`config.mk`:
```
export PLATFORM = sky130hd
export DESIGN_NAME = ghash_block_select
export DESIGN_NICKNAME = d
export VERILOG_FILES = /design/src/source/ghash_pkg.sv /design/src/source/ghash_block_select.sv
export SDC_FILE = /design/constraint.sdc
export NUM_CORES = 1
export LEC_CHECK = 0
export ABC_CLOCK_PERIOD_IN_PS = 8050
export BUFFER_PORTS_ARGS = -buffer_cell sky130_fd_sc_hd__buf_2
export CAP_MARGIN = 20
export CORE_AREA = 3 3 201 203
export CTS_CLUSTER_SIZE = 40
export DETAILED_ROUTE_END_ITERATION = 10
export DIE_AREA = 0 0 204 206
export SKIP_LAST_GASP = 1
export SYNTH_ARGS = -nofsm -noshare
export SYNTH_HDL_FRONTEND = slang
export SYNTH_SLANG_ARGS = --single-unit
export TNS_END_PERCENT = 50
```
`constraint.sdc`:
```
create_clock -name clk -period 8.05 [get_ports clk]
set_input_delay 0.805 -clock clk [delete_from_list [all_inputs] [get_ports clk]]
set_output_delay 0.805 -clock clk [all_outputs]
set_load 0.01 [all_outputs]
```
`src/source/ghash_pkg.sv`:
```
`default_nettype none

package ghash_pkg;

    // GCM block, index 0 is the most significant bit
    localparam int BLOCK_BITS = 128;
    typedef logic [0:BLOCK_BITS-1] gcm_block_t;

    // Bit count of the AAD or the text
    localparam int LEN_BITS = 64;
    typedef logic [LEN_BITS-1:0] gcm_len_t;

    // Sizes are whole blocks, so a shift turns bits into blocks
    localparam int BLOCK_SHIFT = $clog2(BLOCK_BITS);

    // Block counter, one instance holds at most 65535 blocks
    localparam int BLK_CNT_BITS = 16;
    typedef logic [BLK_CNT_BITS-1:0] blk_cnt_t;

    // Reduction pattern for x^128 + x^7 + x^2 + x + 1, applied at the top of V
    localparam logic [7:0] GF_R_POLY = 8'b11100001;

    // Instance state
    typedef enum logic
    {
        ST_IDLE,
        ST_ABSORB
    } absorb_state_t;

endpackage

`default_nettype wire
```
`src/source/ghash_block_select.sv`:
```
`timescale 1ns/1ps
`default_nettype none

module ghash_block_select
    import ghash_pkg::*;
(
    input  logic       clk,
    input  logic       i_arst_n,
    input  logic       i_new_instance,
    input  gcm_block_t i_aad,
    input  gcm_block_t i_cipher_text,
    input  gcm_len_t   i_aad_size,
    input  gcm_len_t   i_text_size,
    output gcm_block_t o_block,
    output logic       o_absorb,
    output logic       o_first,
    output logic       o_last
);

    absorb_state_t state_q;
    blk_cnt_t      slot_q;
    gcm_len_t      aad_size_q;
    gcm_len_t      text_size_q;

    gcm_len_t cur_aad_size;
    gcm_len_t cur_text_size;
    blk_cnt_t cur_slot;
    blk_cnt_t aad_count;
    blk_cnt_t text_count;
    blk_cnt_t total_count;
    logic     len_slot;

    // On the new-instance slot the sizes come straight from the inputs
    always_comb
    begin
        if (i_new_instance)
        begin
            cur_aad_size  = i_aad_size;
            cur_text_size = i_text_size;
            cur_slot      = '0;
        end
        else
        begin
            cur_aad_size  = aad_size_q;
            cur_text_size = text_size_q;
            cur_slot      = slot_q;
        end
        aad_count   = blk_cnt_t'(cur_aad_size >> BLOCK_SHIFT);
        text_count  = blk_cnt_t'(cur_text_size >> BLOCK_SHIFT);
        total_count = aad_count + text_count;
    end

    assign len_slot = (cur_slot == total_count);
    assign o_absorb = i_new_instance || (state_q == ST_ABSORB);
    assign o_first  = i_new_instance;
    assign o_last   = o_absorb && len_slot;

    // AAD first, then ciphertext, then the length block
    always_comb
    begin
        if (len_slot)
        begin
            o_block = {cur_aad_size, cur_text_size};
        end
        else if (cur_slot < aad_count)
        begin
            o_block = i_aad;
        end
        else
        begin
            o_block = i_cipher_text;
        end
    end

    always_ff @(posedge clk or negedge i_arst_n)
    begin
        if (!i_arst_n)
        begin
            state_q <= ST_IDLE;
            slot_q  <= '0;
        end
        else if (o_absorb)
        begin
            state_q <= o_last ? ST_IDLE : ST_ABSORB;
            slot_q  <= cur_slot + 1'b1;
        end
    end

    always_ff @(posedge clk)
    begin
        if (i_new_instance)
        begin
            aad_size_q  <= i_aad_size;
            text_size_q <= i_text_size;
        end
    end

endmodule

`default_nettype wire

```
======== Word level (Yosys, flattened, before mapping) ========
Cells that the tools add are included.
operators by class
  add/subtract/negate cells ............... 2
  $mul .................................... 0
  div/mod/pow operators ................... 0
  magnitude comparators ................... 1
  equal/unequal tests ..................... 1
  shift-type cells ........................ 0
  mux-type cells .......................... 6
  bitwise operators ....................... 0
  reductions and logical operators ........ 2
operators by type and width
  kind                                                             count
  128-bit two-way mux                                              2
  64-bit two-way mux                                               2
  16-bit by 1-bit adder with 16-bit output, second input constant  1
  16-bit adder                                                     1
  16-bit == test                                                   1
  16-bit < comparator                                              1
  16-bit two-way mux                                               1
  1-bit logical AND                                                1
  1-bit logical OR                                                 1
  1-bit two-way mux                                                1
storage, ports and cells
  flip-flop bits (word level) ............. 145
  bits in latches ......................... 0
  RAM bits ................................ 0
  bits in read-only memories .............. 0
  input bits .............................. 387
  output and inout bits ................... 131
  logic and storage cells ................. 16
  memories ................................ 0

======== Logic depth before layout (Yosys ltp) ========
  depth in word-level cells ............... 5
  mapped depth ............................ 19
  mapped depth without buffers ............ 12

======== Least setup slack after synthesis ========
OpenSTA, ideal clock, no wires.
  path kind ............................... in2out
  start ................................... input i_new_instance
  end ..................................... output o_block[100]
  arrival ................................. 5.556 ns
  data required time ...................... 7.245 ns
  slack ................................... 1.689 ns
  stages .................................. 19
  path buffers ............................ 8
  path through ............................ buf_4 clkbuf_1 buf_4 buf_4 buf_1 mux2i_1 inv_1 ha_1 buf_2 a21oi_1 clkinv_1 a22o_1 or4_1 or4_1 and4bb_1 nand4_1 buf_6 buf_12 mux2_4
between the ends
  cells in the longest elaborated chain, start to end .. 4
  elaborated cells between the ends (all ways) .. 8
  classes of those cells .................. add/sub: 1; order compare: 1; eq/ne: 1; mux: 5
RTL lines
  item                                                          line                                                RTL
  start: declaration                                            ghash_block_select.sv:9                             input logic i_new_instance,
  64-bit two-way mux *                                          n/a
  via cur_aad_size[18]                                          ghash_block_select.sv:25                            gcm_len_t cur_aad_size;
  16-bit adder / 16-bit < comparator (equally long branches)    ghash_block_select.sv:50, ghash_block_select.sv:65
  16-bit == test / 128-bit two-way mux (equally long branches)  ghash_block_select.sv:53, ghash_block_select.sv:65
  128-bit two-way mux *                                         ghash_block_select.sv:61                            if (len_slot)
  end: declaration                                              ghash_block_select.sv:14                            output gcm_block_t o_block,
The timed path passes the listed nets; every way through them passes the cells marked *.

======== Worst setup path after layout ========
  start ................................... input i_new_instance
  end ..................................... output o_block[127]
Same word-level chain as after synthesis.

==> impl_results.md <==
- Ys Warns: 0
- Area of the die: 42,000 sq um
- Crit-path cells: buf_6, mux2i_1, inv_1, ha_1, a21o_1, a31oi_1, nor2_1, or4_1, or4_1, and4bb_1, nand4_1, buf_12, mux2_1, buf_2
- Slowest-stage cell, CP: buf_6
- Via count: 8,221
- HPWL after DPL: 28.2 mm
- Clk pwr share: 37.5%
- Startpoint types: input pin
- Largest net degree at the start of global routing: 100
- Share of cells above drive strength 1: 60.6%
- Core Box Area: 38,600 sq um
- Post-synth EDFFs: 0
- Int Pwr: 1510 uW
- CP required: 7240 ps
- R2R cell count: 11
- PD cells: 161 nW/um^2
- Tmin final: 6450 ps
- Top metal layer carrying routed signals: met5
- Crit path DAT: 5650 ps
- Cell area after synthesis: 10,100 sq um
- Critical path endpoint category: output pin
- #FFs+latches synth: 145
- PortBufs: 517
- R2R Path End: state_q
- Met2 WL: 17.7 mm
- Switching Fraction: 30.0%
- Routed wire length per instance: 18.6 um
- Number of fill cells in the layout: 3,906
- Die Wd: 204 um
- Min-Delay Path Class: input pin to asynchronous set/reset pin
- Least-Margin Pin Slew: 1050 ps
- First drt pass iteration count: 4
- Final hold violation count: 0
- Syn Inst Count: 839
- Post-Route M1 WL: 14.0 mm
- Met3 WL: 2.16 mm
- Post-synth top flop: dfxtp_1
- Initial Util: 26.1%
- Area leader, netlist: dfxtp_1
- Setup Fix Bufs, Post-CTS: 0
- GR Overflow Total: 0
- Setup slack on the worst flop-to-flop path: 4420 ps
- Syn Nets: 1,258
- WS Path Type: input pin to output pin
- Num CTS Buffers: 17
- Clock sink count: 145
- Antenna violations before repair: 6
- Setup crit end: o_block[127]
- Max-cap viol count: 0
- Area grow syn2layout: 33.2%
- CTS tree: built
- Antenna viol nets, final: 0
- Main area contributors after synthesis: dfxtp_1 25%, mux2_2 16%, mux2_4 15%
- NumNets Final: 1,747
- Clock buffer depth: 2
- Final core occ: 34.7%
- Syn Area/Cell: 12.0 sq um
- Top-area cell type share of the netlist area: 25.4%
- Crit share post-route: 80.1%
- RR Startpoint: aad_size_q[17]
- Placer congestion estimate: 0.856
- Gate power share: 25.3%
- Max Clk Rate: 0.155 GHz
- Crit path top cell by count: or4_1
- Final setup viols: 0
- Clk root buf: clkbuf_16
- Sequential share of the synthesized area: 29.6%
- Pleak: 0.00693 uW
- Initial drt markers: 310
- Global-route wire length before repair: 48.0 mm
- Post-cts resize count: 0
- Worst skew pair latency: 440 ps
- Post-Route WL: 34.6 mm
- Post-synth ARST share: 11.7%
- Sw Pwr: 648 uW
- Crit Path Max Fanout: 99
- Vias in the first global route: 8,144
- DRC viols: 0
- Unique masters post-synth: 67
- Final non-filler cell total: 1,862
- Clock slew at reported path FFs: 80 ps
- I/O Pins: 518
- CP max stage delay: 650 ps
- Slew Limit Fails: 0
- H-tree depth: 4
- Top cells by count, synth: 143 x mux2_2, 128 x dfxtp_1, 104 x mux2_4, 90 x mux2_1, 50 x mux2i_1
- RSZ-0062 raised after global routing: no
- Rows: 72
- Top-count cell post-synth: mux2_2
- Total GRT Usage: 15.1%
- Die height: 206 um
- Vias/cell: 4.42
- Tot Pwr: 2160 uW
- Worst vdd ir: 0.133 mV
- Total negative setup slack: 0 ps
- Slew Limit Headroom: 29.9%
- Dpl cells: 1,827
- Seq pwr share: 37.2%
- Critical Path Start: i_new_instance
- Clock Skew: 14.4 ps
- Cts hold-fix bufs: 0
- Outcome: finished clean
[critical path: cells and delay by family]
family	cells	cell delay (ps)
mux	2	890
compound gates	2	550
buf+inv	4	1190
simple gates	5	1540
fa+ha+maj	1	400
[cell families (layout without fill, tap and decap cells)]
| kind of cell | count (synthesis) | in the layout | synth area share (%) |
|---|---|---|---|
| other | 0 | 3 | 0 |
| and+or+nand+nor | 104 | 104 | 5.71 |
| xor gates and xnor gates | 37 | 37 | 3.43 |
| DFF | 145 | 145 | 29.6 |
| adders and majority gates | 32 | 32 | 4.05 |
| AOI/OAI and AO/OA | 59 | 59 | 4.02 |
| buffers and inverters | 75 | 577 | 6.68 |
| muxes | 387 | 387 | 46.5 |
[per-stage QoR]
stage	hold slack (ps)	setup slack [ps]	cell area, sq um
4_1_cts	259	1700	13400
3_3_place_gp	456	1750	12800
2_1_floorplan	445	1690	10100
5_1_grt	280	1320	13400
6_report	277	1600	13400
3_5_place_dp	461	1710	12800
[cell type report]
type,instances,area (sq um),area share (%)
Multi-Input combinational cell,619,6440,47.9
Antenna cell,3,7.51,0.0559
Tap cell,518,648,4.83
Timing Repair Buffer,524,2680,20.0
Sequential cell,145,2990,22.2
Clock inverter,15,160,1.19
Clock buffer,17,425,3.17
Inverter,21,78.8,0.587
[registers in the layout (all words and copies together), names as in the netlist]
signal	flops
aad_size_q	64
slot_q	16
text_size_q	64
state_q	1
[layer usage]
metal | track usage, % | vias to the layer above
li1 | - | 4032
met3 | 4.17 | 34
met5 | 0 | -
met2 | 27.1 | 265
met1 | 17.5 | 3884
met4 | 4.87 | 6
[worst min-delay path by stage]
stage / depth (start not counted) / end
3_5_place_dp: 1 / aad_size_q[57]
4_1_cts: 1 / slot_q[11]
5_1_grt: 1 / slot_q[11]
3_3_place_gp: 1 / aad_size_q[45]
2_1_floorplan: 1 / aad_size_q[63]
6_report: 1 / slot_q[11]
[power by group through the flow]
stage	Combinational [uW]	Clock (uW)	Sequential (uW)
2_1_floorplan	338	0	816
3_3_place_gp	540	0	819
3_5_place_dp	547	0	821
4_1_cts	550	840	805
5_1_grt	593	872	812
6_report	546	811	804
[cell usage in the layout, fill, tap and decap left out, drive strengths merged, types with 4 or more instances in the layout]
cell type	count
a21o	6
a21oi	12
a31oi	4
and3	4
buf	524
clkbuf	17
dfrtp	17
dfxtp	128
ha	31
inv	32
mux2	337
mux2i	50
nand2	15
nand2b	4
nand3	13
nand4	9
nor2	19
nor2b	15
nor3	7
o21a	5
o21ai	9
xnor2	24
xor2	12
Note: power is estimated with default switching activity, not from simulation.
